[config.mk]
export PLATFORM = sky130hd
export DESIGN_NAME = bus_arbiter
export DESIGN_NICKNAME = d
export VERILOG_FILES = /design/src/mcu_pkg.sv /design/src/bus_arbiter.sv
export SDC_FILE = /design/constraint.sdc
export NUM_CORES = 1
export LEC_CHECK = 0
export CORE_AREA = 2 2 116 118
export CTS_CLUSTER_SIZE = 30
export DETAILED_ROUTE_END_ITERATION = 10
export DIE_AREA = 0 0 118 120
export DONT_BUFFER_PORTS = 1
export PLACE_DENSITY = 0.3
export SYNTH_ARGS = -nofsm -noshare
export SYNTH_HDL_FRONTEND = slang
export SYNTH_SLANG_ARGS = --single-unit
[constraint.sdc]
create_clock -name clk_i -period 1.5 [get_ports clk_i]
set_clock_uncertainty 0.2 [all_clocks]
set_input_delay 0.225 -clock clk_i [delete_from_list [all_inputs] [get_ports clk_i]]
set_output_delay 0.225 -clock clk_i [all_outputs]
set_load 0.02 [all_outputs]
[src/mcu_pkg.sv]
/* Shared bus types and address map for the mini MCU fabric.
   Word accesses only; the bus has no byte enables. */
package mcu_pkg;

  localparam int unsigned XLEN = 32;

  typedef struct packed {
    logic            req;
    logic            we;
    logic [XLEN-1:0] addr;
    logic [XLEN-1:0] wdata;
  } obi_req_t;

  typedef struct packed {
    logic            gnt;
    logic            rvalid;
    logic [XLEN-1:0] rdata;
  } obi_resp_t;

  // master 0 is the host, master 1 the pre-load engine
  localparam int unsigned NUM_MASTERS = 2;

  // address map, regions selected by bits above REGION_LSB-1
  localparam int unsigned     REGION_LSB = 16;
  localparam logic [XLEN-1:0] RAM_BASE   = 32'h0000_0000;
  localparam logic [XLEN-1:0] AO_BASE    = 32'h0001_0000;

  // always-on register offsets
  localparam logic [XLEN-1:0] GPIO_OUT_OFFSET = 32'h0000_0000;
  localparam logic [XLEN-1:0] GPIO_OE_OFFSET  = 32'h0000_0004;
  localparam logic [XLEN-1:0] GPIO_IN_OFFSET  = 32'h0000_0008;
  localparam logic [XLEN-1:0] STATUS_OFFSET   = 32'h0000_000C;
  localparam logic [XLEN-1:0] EXIT_OFFSET     = 32'h0000_0010;

  localparam int unsigned DEFAULT_RAM_WORDS     = 256;
  localparam int unsigned DEFAULT_NUM_GPIO      = 8;
  localparam int unsigned DEFAULT_PRELOAD_WORDS = 16;

  // xored with the word index for each pre-loaded word
  localparam logic [XLEN-1:0] PRELOAD_KEY = 32'h5A5A_0000;

endpackage

[src/bus_arbiter.sv]
/* Round-robin arbiter, one grant per cycle, combinational in the request cycle.
   Responses must arrive exactly one cycle after their grant. */
`timescale 1ns/1ps

module bus_arbiter #(
  parameter int unsigned NUM_MASTERS = 2
) (
  input  logic                                      clk_i,
  input  logic                                      rst_n_i,
  input  mcu_pkg::obi_req_t  [NUM_MASTERS-1:0]      master_req_i,
  output mcu_pkg::obi_resp_t [NUM_MASTERS-1:0]      master_resp_o,
  output mcu_pkg::obi_req_t                         bus_req_o,
  input  logic                                      bus_rvalid_i,
  input  logic [mcu_pkg::XLEN-1:0]                  bus_rdata_i
);

  localparam int unsigned IDX_W = (NUM_MASTERS > 1) ? $clog2(NUM_MASTERS) : 1;

  logic [IDX_W-1:0] last_q;
  logic [IDX_W-1:0] rsp_idx_q;
  logic [IDX_W-1:0] gnt_idx;
  logic             gnt_valid;

  // search starts just after the last winner
  always_comb begin
    int unsigned cand;
    gnt_valid = 1'b0;
    gnt_idx   = last_q;
    for (int unsigned k = 1; k <= NUM_MASTERS; k++) begin
      cand = (last_q + k) % NUM_MASTERS;
      if (!gnt_valid && master_req_i[cand].req) begin
        gnt_valid = 1'b1;
        gnt_idx   = IDX_W'(cand);
      end
    end
  end

  always_comb begin
    bus_req_o     = master_req_i[gnt_idx];
    bus_req_o.req = gnt_valid;
  end

  always_comb begin
    for (int i = 0; i < NUM_MASTERS; i++) begin
      master_resp_o[i].gnt    = gnt_valid && (gnt_idx == IDX_W'(i));
      master_resp_o[i].rvalid = bus_rvalid_i && (rsp_idx_q == IDX_W'(i));
      master_resp_o[i].rdata  = (rsp_idx_q == IDX_W'(i)) ? bus_rdata_i : '0;
    end
  end

  // master 0 wins the first contest after reset
  always_ff @(posedge clk_i) begin
    if (!rst_n_i) begin
      last_q    <= IDX_W'(NUM_MASTERS - 1);
      rsp_idx_q <= '0;
    end else if (gnt_valid) begin
      last_q    <= gnt_idx;
      rsp_idx_q <= gnt_idx;
    end
  end

endmodule

### Word-level counts from Yosys, hierarchy flattened

Cells that the tools add are included.

* add/subtract/negate cells: 2
* $lt $le $gt $ge: 3
* muxes and demuxes: 12
* bitwise gates (word level): 2
* reduce and logical (&&, ||, !) cells: 6

Operator list (count)
* $mux W66: 4
* $mux W65: 2
* $mux W32: 2
* $lt A1 B2 Y1 const B: 3
* $logic_and A1 B1 Y1: 5
* $mux W1: 4
* $add A1 B1 Y1 const B: 2
* $not A1 Y1: 2
* $logic_not A1 Y1: 1

* flip-flop bits (word level): 2
* input bits: 167
* output and inout bits: 134
* word-level logic and storage cells: 27

### Longest topological paths before layout

Gate-level depths: netlist (run 1).

* depth in word-level cells: 9
* gate-level depth with buffers: 5
* mapped depth without buffers: 3

### Worst setup path before layout (run 1)

Ideal clock, no wire load.

* kind: register -> output
* start point: register last_q
* end point: output bus_req_o[25] (netlist name)
* arrival: 1303 ps
* path slack: -228 ps
* cell stages (with the launch flop): 6
* buffers on the path: 2
* cell sequence: dfxtp_1 nand2b_1 a21boi_2 buf_6 buf_6 mux2_4

RTL lines
* start, declared: line bus_arbiter.sv:19 `logic [IDX_W-1:0] last_q;`
* start signal, assigned: line bus_arbiter.sv:54 `last_q <= IDX_W'(NUM_MASTERS - 1);`
* start signal, assigned: line bus_arbiter.sv:57 `last_q <= gnt_idx;`
* end, declared: line bus_arbiter.sv:12 `output mcu_pkg::obi_req_t bus_req_o,`

==> results of run 1 <==
==> per-stage QoR <==
stage               instance area (sq um)  setup WS, ns
detailed placement                   1940        -0.320
CTS                                  2260        -0.534
global placement                     1940        -0.301
floorplan                            1520        -0.222
finish                               2680        -0.489
global route                         2680        -0.545
==> cells in the final DEF (no fill, tap or decap) <==
| cell type | n |
|---|---|
| sky130_fd_sc_hd__a21boi_0 | 1 |
| sky130_fd_sc_hd__a21boi_4 | 1 |
| sky130_fd_sc_hd__and2_1 | 2 |
| sky130_fd_sc_hd__and2_2 | 4 |
| sky130_fd_sc_hd__and2_4 | 29 |
| sky130_fd_sc_hd__buf_12 | 7 |
| sky130_fd_sc_hd__buf_16 | 2 |
| sky130_fd_sc_hd__buf_4 | 27 |
| sky130_fd_sc_hd__buf_6 | 16 |
| sky130_fd_sc_hd__buf_8 | 1 |
| sky130_fd_sc_hd__clkbuf_16 | 8 |
| sky130_fd_sc_hd__dfxtp_2 | 1 |
| sky130_fd_sc_hd__dfxtp_4 | 1 |
| sky130_fd_sc_hd__dlygate4sd3_1 | 1 |
| sky130_fd_sc_hd__inv_1 | 1 |
| sky130_fd_sc_hd__mux2_4 | 65 |
| sky130_fd_sc_hd__nand2_1 | 1 |
| sky130_fd_sc_hd__nand2b_4 | 1 |
| sky130_fd_sc_hd__nor2_1 | 1 |
| sky130_fd_sc_hd__nor2b_1 | 19 |
| sky130_fd_sc_hd__nor2b_2 | 8 |
| sky130_fd_sc_hd__nor2b_4 | 6 |
| sky130_fd_sc_hd__o21ai_0 | 1 |
| sky130_fd_sc_hd__or2_2 | 1 |
==> report_power, final <==
group	internal (mW)	switching (mW)	total (mW)
Combinational	0.681	0.702	1.38
Clock	0.340	0.0659	0.406
Sequential	0.0579	0.0107	0.0686
==> final cells by class <==
type                    instances  area [sq um]  area share [%]
multi-input cells             140          1600            59.9
inverters                       1          3.75           0.140
flip-flops and latches          2          45.0            1.68
well taps                     176           220            8.23
repair buffers                 59           728            27.2
clock buffers                   3          75.1            2.81
==> cells by family (layout without fill, tap and decap cells) <==
logic type,Yosys count,count (layout),share of synthesized area [%]
multiplexers,65,65,58.9
AND/OR/NAND/NOR,72,72,29.9
buffers and inverters,16,63,6.96
flip-flops,2,2,2.68
AO/OA/AOI/OAI,3,3,1.59
==> layer usage <==
metal / vias to the layer above / part of all wire [%] / track usage, % / wire length (um)
met5: - / 0 / 0 / 0
met4: 0 / 1.4 / 3.61 / 97
met3: 4 / 11 / 2.19 / 759
met2: 158 / 54 / 13.7 / 3790
met1: 694 / 34 / 7.20 / 2420
li1: 625 / - / - / -
==> state kept, by name, summed over array words and instances (netlist names) <==
name and count:
last_q 1, rsp_idx_q 1
==> path summary, 6_finish.rpt <==
path	end	start	cells past startpoint	slack [ns]
worst max-delay path	bus_req_o[6]	last_q$_SDFFE_PN1P_	6	-0.49
worst min-delay path	rsp_idx_q$_SDFFE_PN0P_	master_req_i[65]	2	0.05
worst max register to register	last_q$_SDFFE_PN1P_	last_q$_SDFFE_PN1P_	7	0.03
worst min register to register	rsp_idx_q$_SDFFE_PN0P_	last_q$_SDFFE_PN1P_	3	0.44
==> worst max-delay path, delay by kind of cell (launching register included) <==
family	cells	cell delay (ns)
buf+inv	3	0.39
mux	1	0.34
flops	1	0.31
compound gates	1	0.19
simple gates	1	0.12
==> what timing repair did <==
item,4_1_cts,5_1_grt
hold buffers,1,0
cloned,3,8
endpoints found under the hold margin,2,0
pin swaps,0,2
resized for setup,57,79
setup buffers,3,8
endpoints found under the setup margin,98,130
==> run summary, run 1 <==
Global-route wire length before repair = 7880 um
Top-count cell post-synth = sky130_fd_sc_hd__mux2_4
Critical path data required time = 1.07 ns
Drt first-iter violations = 43
Maximum number of pins on one net before global-route repair = 68
Leading register cell type out of synthesis = sky130_fd_sc_hd__dfxtp_1
Max incr delay on CP = 0.34 ns
Final Total Pwr = 1.86 mW
EDFF count, synth = 0
I/O pin cnt = 301
Category of the worst setup path launch point = flip-flop
Final hold violations = 0
Sequential-to-total area share from yosys stat = 2.68%
Number of buffers on the longest clock path = 2
Overall die width = 118 um
Fill cell count = 1,428
Hold Worst Slack = 0.0461 ns
Worst-path clk slew = 0.03 ns
Worst-margin pin slew = 0.236 ns
Period Utilization, post-route = 133%
Hold Path Class = in -> reg
Cell area after synthesis = 0.00149 sq mm
Post-layout minimum cycle time = 1.99 ns
Via count of the first global-routing pass = 1,362
Deepest level of the CTS H-tree = 1
Least setup slack across all paths after layout = -0.489 ns
Finished Layout Cells = 381
Setup Total Neg Slack = -30.59 ns
Most frequent cells after synthesis = 39 x sky130_fd_sc_hd__mux2_4, 35 x sky130_fd_sc_hd__and2_1, 33 x sky130_fd_sc_hd__nor2b_1, 26 x sky130_fd_sc_hd__mux2_2, 7 x sky130_fd_sc_hd__clkbuf_1
Root buffer cell = sky130_fd_sc_hd__clkbuf_16
DRT antenna net count = 0
Synth top area cells = sky130_fd_sc_hd__mux2_4 39%, sky130_fd_sc_hd__mux2_2 20%, sky130_fd_sc_hd__and2_1 15%
Fraction of final layout cells sized beyond drive strength 1 = 86.8%
Share of flip-flops with an asynchronous set or reset after synthesis = 0%
CP max-delay cell = sky130_fd_sc_hd__mux2_4
Crit path arrival time = 1.56 ns
TritonCTS clock tree = done
Residual DRC = 0
Last weighted congestion value of the routability-driven placer = 0.671
Cell accounting for the most synthesized area = sky130_fd_sc_hd__mux2_4
Die area = 0.0142 sq mm
Max-slew violation count = 0
Synth Net Count = 325
Sum of routed wire length over all layers = 7070 um
Drt pass-1 iters = 2
Initial core utilization = 11.5%
Start-to-end type of the worst setup path = reg -> out
Number of clock buffers inserted by TritonCTS = 3
Most Frequent Cell on Critical Path = sky130_fd_sc_hd__buf_6
Vias = 1,481
Total grt overflow = 0
Maximum resistive drop on vdd = 0.208 mV
Fmax = 0.503 GHz
Clock sink total = 2
Total of max-cap violations = 0
Overall global routing resource usage = 7.26%
Number of nets in the layout = 374
Worst Path Max Fanout = 5
Diodes inserted = 0
Initial antenna violation count = 0
Routed wire length per instance = 18.5 um
Number of failing setup endpoints in the final timing report = 70
Clock network latency to the later pin of the worst-skew pair = 0.22 ns
Final standard cell utilization of the core = 20.6%
Unrepaired setup endpoints after global routing = true
Port Buf Inserts = 0
Placed cell count = 357
Number of standard-cell rows in the floorplan = 42
Top cell type's share of synthesized area = 39.3%
Vertical extent of the die = 120 um
Worst setup EP type = output port
Area added between synthesis and finish = 79.4%
Cells after synthesis = 158
Pleak = 1.30 nW
Detail-routed via count per cell = 3.89
Worst relative slew slack = 84.4%
Number of warnings printed during yosys synthesis = 0
Count of distinct cell types in the synthesized netlist = 17
List of cells traversed by the critical path = nand2b_4 -> a21boi_4 -> buf_6 -> buf_6 -> clkbuf_16 -> mux2_4
Register bit count reported by yosys = 2
Outcome = finished with violations
Core outline area = 0.0130 sq mm
Violated checks = setup timing
Average size of a mapped cell = 9.44 sq um
Power per standard cell area = 694 mW/mm^2
(Power assumes the default switching activity.)
==> run 2: changes to the inputs <==
--- a/config.mk
+++ b/config.mk
@@ -5,12 +5,14 @@
 export SDC_FILE = /design/constraint.sdc
 export NUM_CORES = 1
 export LEC_CHECK = 0
+export ABC_AREA = 1
 export CORE_AREA = 2 2 116 118
 export CTS_CLUSTER_SIZE = 30
 export DETAILED_ROUTE_END_ITERATION = 10
 export DIE_AREA = 0 0 118 120
 export DONT_BUFFER_PORTS = 1
 export PLACE_DENSITY = 0.3
+export SKIP_CTS_REPAIR_TIMING = 1
 export SYNTH_ARGS = -nofsm -noshare
 export SYNTH_HDL_FRONTEND = slang
 export SYNTH_SLANG_ARGS = --single-unit
==> run 2 against run 1 <==
Net effect: the flow still finishes with violations (setup timing); hold slack worse by 0.027 ns; global-route usage up 0.71 points; register-to-register slack better by 0.25 ns; clock power shrank 1%; first-iteration DRC count up 65%; cell count increased by 67%; critical endpoint is now bus_req_o[49]; largest cell class is now non-clock buffers.
==> run summary, run 2 <==
Synth Net Count = 532
Root buffer cell = sky130_fd_sc_hd__clkbuf_16
Global-route wire length before repair = 9290 um
Number of buffers on the longest clock path = 2
Overall global routing resource usage = 7.98%
Start-to-end type of the worst setup path = reg -> out
Average size of a mapped cell = 4.32 sq um
Clock network latency to the later pin of the worst-skew pair = 0.22 ns
Share of flip-flops with an asynchronous set or reset after synthesis = 0%
Cell accounting for the most synthesized area = sky130_fd_sc_hd__inv_1
TritonCTS clock tree = done
Leading register cell type out of synthesis = sky130_fd_sc_hd__dfxtp_1
Last weighted congestion value of the routability-driven placer = 0.763
Fill cell count = 1,472
Maximum number of pins on one net before global-route repair = 45
Vertical extent of the die = 120 um
Crit path arrival time = 1.39 ns
Max incr delay on CP = 0.35 ns
Post-layout minimum cycle time = 1.82 ns
Synth top area cells = sky130_fd_sc_hd__inv_1 32%, sky130_fd_sc_hd__nand2_1 24%, sky130_fd_sc_hd__o21ai_1 21%
Worst path top cell family by delay = buffers and inverters
Via count of the first global-routing pass = 2,016
Final hold violations = 0
Initial antenna violation count = 0
Routed wire length per instance = 11.0 um
Number of standard-cell rows in the floorplan = 42
Sequential-to-total area share from yosys stat = 2.54%
Number of nets in the layout = 631
EDFF count, synth = 0
HPWL after detailed placement = 5730 um
Vias = 2,394
Drt first-iter violations = 71
Timing startpoint of the critical path = last_q$_SDFFE_PN1P_
Max-slew violation count = 0
Pleak = 1.91 nW
Commonest cells after routing, fill and taps aside = 135 x sky130_fd_sc_hd__inv_1, 97 x sky130_fd_sc_hd__nand2_1, 94 x sky130_fd_sc_hd__buf_4
Count of distinct cell types in the synthesized netlist = 15
Maximum resistive drop on vdd = 0.244 mV
Origin of the critical flop-to-flop path = last_q$_SDFFE_PN1P_
Top-count cell post-synth = sky130_fd_sc_hd__inv_1
Residual DRC = 0
Total of max-cap violations = 0
Clock sink total = 2
Register bit count reported by yosys = 2
Unrepaired setup endpoints after global routing = true
DRT antenna net count = 0
Beginning of the worst hold path = master_req_i[131]
Fraction of final layout cells sized beyond drive strength 1 = 30.3%
I/O pin cnt = 301
Diodes inserted = 0
Category of the worst setup path launch point = flip-flop
Final Total Pwr = 1.87 mW
Worst Path Max Fanout = 11
Most Frequent Cell on Critical Path = sky130_fd_sc_hd__buf_4
Combined buffer and inverter count along the critical path = 3
Worst relative slew slack = 77.9%
Outcome = finished with violations
Total grt overflow = 0
Cell area after synthesis = 0.00158 sq mm
Cells after synthesis = 365
Period Utilization, post-route = 121%
Most frequent cells after synthesis = 135 x sky130_fd_sc_hd__inv_1, 102 x sky130_fd_sc_hd__nand2_1, 65 x sky130_fd_sc_hd__o21ai_1, 33 x sky130_fd_sc_hd__nor2_1, 8 x sky130_fd_sc_hd__buf_6
Top cell type's share of synthesized area = 32.1%
Power per standard cell area = 655 mW/mm^2
Deepest level of the CTS H-tree = 1
Number of warnings printed during yosys synthesis = 0
Port Buf Inserts = 0
Drt pass-1 iters = 4
Detail-routed via count per cell = 3.75
Worst setup EP type = output port
Least setup slack across all paths after layout = -0.320 ns
Violated checks = setup timing
Hold Path Class = in -> reg
Worst-margin pin slew = 0.331 ns
Core outline area = 0.0130 sq mm
Critical path data required time = 1.07 ns
Post-place setup slack = -0.317 ns
List of cells traversed by the critical path = o21ai_4 -> buf_8 -> buf_4 -> nand2_1 -> o21ai_1 -> buf_4
Number of failing setup endpoints in the final timing report = 65
Worst-path clk slew = 0.03 ns
Number of clock buffers inserted by TritonCTS = 3
Largest regs = last_q x1, rsp_idx_q x1
Initial core utilization = 12.2%
Overall die width = 118 um
CP max-delay cell = sky130_fd_sc_hd__dfxtp_4
Die area = 0.0142 sq mm
Most common library cell in the layout ignoring fill and taps = sky130_fd_sc_hd__inv_1
Fmax = 0.550 GHz
Area added between synthesis and finish = 81.1%
Sum of routed wire length over all layers = 7010 um
==> run 2: changes by cell type after synthesis, sizes merged, moves of 3 or more <==
| cell | delta |
|---|---|
| buf | +10 |
| inv | +134 |
| nor2b | -33 |
| mux2 | -65 |
| nand2 | +101 |
| clkbuf | -3 |
| o21ai | +66 |
| nor2 | +32 |
| and2 | -35 |
==> run 2: metal layers <==
| metal | share of wire (%) | track usage (%) | wire length, um |
|---|---|---|---|
| met3 | 7.5 | 1.71 | 529 |
| met2 | 54 | 15.7 | 3780 |
| met4 | 0.91 | 2.33 | 64 |
| met5 | 0 | 0 | 0 |
| met1 | 38 | 8.46 | 2630 |
==> run 2: cells by family (layout without fill, tap and decap cells) <==
family                 count (synthesis)  after routing  synth area share (%)
buffers and inverters                157            254                  42.5
and+or+nand+nor                      137            137                  32.8
DFF                                    2              2                  2.54
AOI/OAI and AO/OA                     69             69                  22.1
==> run 2: metrics by stage <==
step	instance area, sq um	TNS (ns)	hold slack (ns)	util, %	std cells
4_1_cts	2570	-32.70	-0.108	19.8	630
2_1_floorplan	1590	-0.370	0.0950	-	365
6_report	2860	-16.98	0.0187	22.0	638
3_3_place_gp	2490	-14.81	0.135	19.2	627
5_1_grt	2860	-21.22	0.0337	22.0	638
3_5_place_dp	2490	-17.25	0.119	19.2	627
==> run 2: layout make-up <==
type                    count  area [sq um]  share of cell area [%]
flip-flops and latches      2          45.0                    1.58
repair buffers            116          1030                    36.0
inverters                 135           507                    17.7
well taps                 176           220                    7.71
clock buffers               3          75.1                    2.63
multi-input cells         206           981                    34.3
==> run 2: worst paths after layout <==
kind | end | slack (ns) | cells past startpoint
setup / recovery | bus_req_o[49] | -0.32 | 6
hold / removal | rsp_idx_q$_SDFFE_PN0P_ | 0.02 | 3
setup reg to reg | last_q$_SDFFE_PN1P_ | 0.28 | 4
hold reg to reg | rsp_idx_q$_SDFFE_PN0P_ | 0.41 | 3
==> run 2: power breakdown <==
group | switching [mW] | total, mW | internal, mW
sequential | 0.00494 | 0.0624 | 0.0575
combinational | 0.827 | 1.41 | 0.582
clock | 0.0620 | 0.401 | 0.339
total | 0.894 | 1.87 | 0.979
==> run 2: tightest hold or removal path, cell delays in order <==
cell and delay (ns):
sky130_fd_sc_hd__nand2_1 0.05, sky130_fd_sc_hd__nand4_1 0.07, sky130_fd_sc_hd__a21oi_1 0.06
==> run 3: changes to the inputs <==
--- a/config.mk
+++ b/config.mk
@@ -16,3 +16,4 @@
 export SYNTH_ARGS = -nofsm -noshare
 export SYNTH_HDL_FRONTEND = slang
 export SYNTH_SLANG_ARGS = --single-unit
+export TNS_END_PERCENT = 50
==> constraint.sdc (replaced) <==
create_clock -name clk_i -period 1.81 [get_ports clk_i]
set_clock_uncertainty 0.2 [all_clocks]
set_input_delay 0.2715 -clock clk_i [delete_from_list [all_inputs] [get_ports clk_i]]
set_output_delay 0.2715 -clock clk_i [all_outputs]
set_load 0.02 [all_outputs]
==> run 3 against run 2 <==
Net effect: the run still ends with setup timing left; combinational power down 29%; global-route usage down 0.87 points; sequential power down 12%; highest routed layer unchanged.
==> run summary, run 3 (same netlist as run 2, synthesis figures left out) <==
Outcome = finished with violations
Violated checks = setup timing
Fmax = 0.525 GHz
Placed cell count = 593
Root buffer cell = sky130_fd_sc_hd__clkbuf_16
Initial core utilization = 12.2%
I/O pin cnt = 301
Area added between synthesis and finish = 53.4%
Routed wire length per instance = 10.5 um
Detail-routed via count per cell = 3.76
Total of max-cap violations = 0
Largest regs = last_q x1, rsp_idx_q x1
Vertical extent of the die = 120 um
Sum of routed wire length over all layers = 6270 um
Core outline area = 0.0130 sq mm
Internal power summed over all cells = 699 uW
RR Endpoint = rsp_idx_q$_SDFFE_PN0P_
R2R depth = 3
Drt first-iter violations = 84
Start-to-end type of the worst setup path = reg -> out
TritonCTS clock tree = done
Origin of the critical flop-to-flop path = last_q$_SDFFE_PN1P_
Combinational power share = 72.2%
Post-layout minimum cycle time = 1.91 ns
List of cells traversed by the critical path = o21ai_4 -> buf_12 -> buf_6 -> nand2_1 -> o21ai_1 -> buf_4
Worst setup EP type = output port
Total grt overflow = 0
Maximum number of pins on one net before global-route repair = 57
Worst-margin pin slew = 0.400 ns
Vias = 2,255
Overall die width = 118 um
Pleak = 1.68 nW
Deepest level of the CTS H-tree = 1
Most common library cell in the layout ignoring fill and taps = sky130_fd_sc_hd__inv_1
Overall global routing resource usage = 7.11%
Initial antenna violation count = 0
Last weighted congestion value of the routability-driven placer = 0.798
Clock network power share = 23.8%
Hold-critical path endpoint = rsp_idx_q$_SDFFE_PN0P_
Port Buf Inserts = 0
Least setup slack across all paths after layout = -0.0957 ns
Final hold violations = 0
Share of total power in sequential cells = 4.0%
Number of clock buffers inserted by TritonCTS = 3
CP max-delay cell = sky130_fd_sc_hd__dfxtp_4
Maximum resistive drop on vdd = 0.221 mV
Register-to-register setup slack = 0.70 ns
Number of nets in the layout = 592
Commonest cells after routing, fill and taps aside = 135 x sky130_fd_sc_hd__inv_1, 100 x sky130_fd_sc_hd__nand2_1, 66 x sky130_fd_sc_hd__buf_4
Worst path top cell family by delay = buffers and inverters
Hold Path Class = in -> reg
Hold Worst Slack = 0.0736 ns
Number of failing setup endpoints in the final timing report = 24
Worst-path clk slew = 0.03 ns
Max incr delay on CP = 0.35 ns
Unrepaired setup endpoints after global routing = true
Clock network latency to the later pin of the worst-skew pair = 0.22 ns
Final Total Pwr = 1.39 mW
Residual DRC = 0
P_sw = 692 uW
Fraction of final layout cells sized beyond drive strength 1 = 21.0%
Via count of the first global-routing pass = 1,800
Number of standard-cell rows in the floorplan = 42
Worst relative slew slack = 73.2%
Depth of the worst hold-timing path = 3
Global-route wire length before repair = 8360 um
Finished Layout Cells = 599
Drt pass-1 iters = 4
Die area = 0.0142 sq mm
Crit path arrival time = 1.43 ns
Beginning of the worst hold path = master_req_i[131]
Final standard cell utilization of the core = 18.6%
Clock sink total = 2
Category of the worst setup path launch point = flip-flop
Diodes inserted = 0
Max-slew violation count = 0
Period Utilization, post-route = 105%
Worst Path Max Fanout = 12
Sw Ratio = 49.7%
Setup Total Neg Slack = -0.477 ns
Number of buffers on the longest clock path = 2
Critical path data required time = 1.34 ns
Power per standard cell area = 575 mW/mm^2
DRT antenna net count = 0
HPWL after detailed placement = 5400 um
Combined buffer and inverter count along the critical path = 3
==> run 3: changes by cell type in the layout (fill, tap and decap cells not counted) <==
cell                            change
sky130_fd_sc_hd__nand2_1            +3
sky130_fd_sc_hd__o21ai_1           +10
sky130_fd_sc_hd__buf_4             -28
sky130_fd_sc_hd__nand2_2            -3
sky130_fd_sc_hd__o21ai_4            -5
sky130_fd_sc_hd__dlygate4sd3_1      -1
sky130_fd_sc_hd__buf_6              -6
sky130_fd_sc_hd__o21ai_2            -5
sky130_fd_sc_hd__clkbuf_16          -2
sky130_fd_sc_hd__buf_16             +1
sky130_fd_sc_hd__buf_8              -3
==> run 3: worst max path at each step <==
stage / from / endpoint / cells past startpoint
2_1_floorplan: last_q$_SDFFE_PN1P_ / bus_req_o[35] / 5
3_3_place_gp: last_q$_SDFFE_PN1P_ / bus_req_o[25] / 5
3_5_place_dp: last_q$_SDFFE_PN1P_ / bus_req_o[25] / 5
4_1_cts: last_q$_SDFFE_PN1P_ / bus_req_o[25] / 5
5_1_grt: last_q$_SDFFE_PN1P_ / bus_req_o[29] / 7
6_report: last_q$_SDFFE_PN1P_ / bus_req_o[29] / 6
==> run 3: power by group through the flow <==
stage	Combinational, mW	Sequential, mW	Clock, mW
after floorplan	0.670	0.0505	0
after global placement	0.964	0.0552	0
after detailed placement	0.966	0.0555	0
after CTS	0.968	0.0551	0.335
after global routing	1.08	0.0557	0.341
final	1.00	0.0550	0.331
==> run 3: worst register-to-register path: stages (launching register included) <==
cell,delay [ns]
sky130_fd_sc_hd__dfxtp_4,0.36
sky130_fd_sc_hd__inv_1,0.06
sky130_fd_sc_hd__o21ai_0,0.26
sky130_fd_sc_hd__a21oi_1,0.11
==> run 3: cell type report <==
cell class                 count  area (sq um)
clock buffer                   3          75.1
tap                          176           220
fill                        1526         10600
inverter                     135           507
sequential                     2          45.0
timing repair buffer          77           674
multi-input combinational    206           898
==> run 3: per-layer routing <==
metal,up-vias,part of all wire [%],GRT usage [%]
li1,1133,-,-
met1,958,37,7.86
met2,156,53,14.1
met3,8,8.5,1.14
met4,0,0.91,1.66
met5,-,0,0
==> run 3: through the flow <==
| step | setup slack [ns] | instance area [sq um] |
|---|---|---|
| 2_1_floorplan | 0.245 | 1580 |
| 3_3_place_gp | -0.0573 | 2240 |
| 3_5_place_dp | -0.144 | 2240 |
| 4_1_cts | -0.382 | 2310 |
| 5_1_grt | -0.143 | 2420 |
| 6_report | -0.0957 | 2420 |
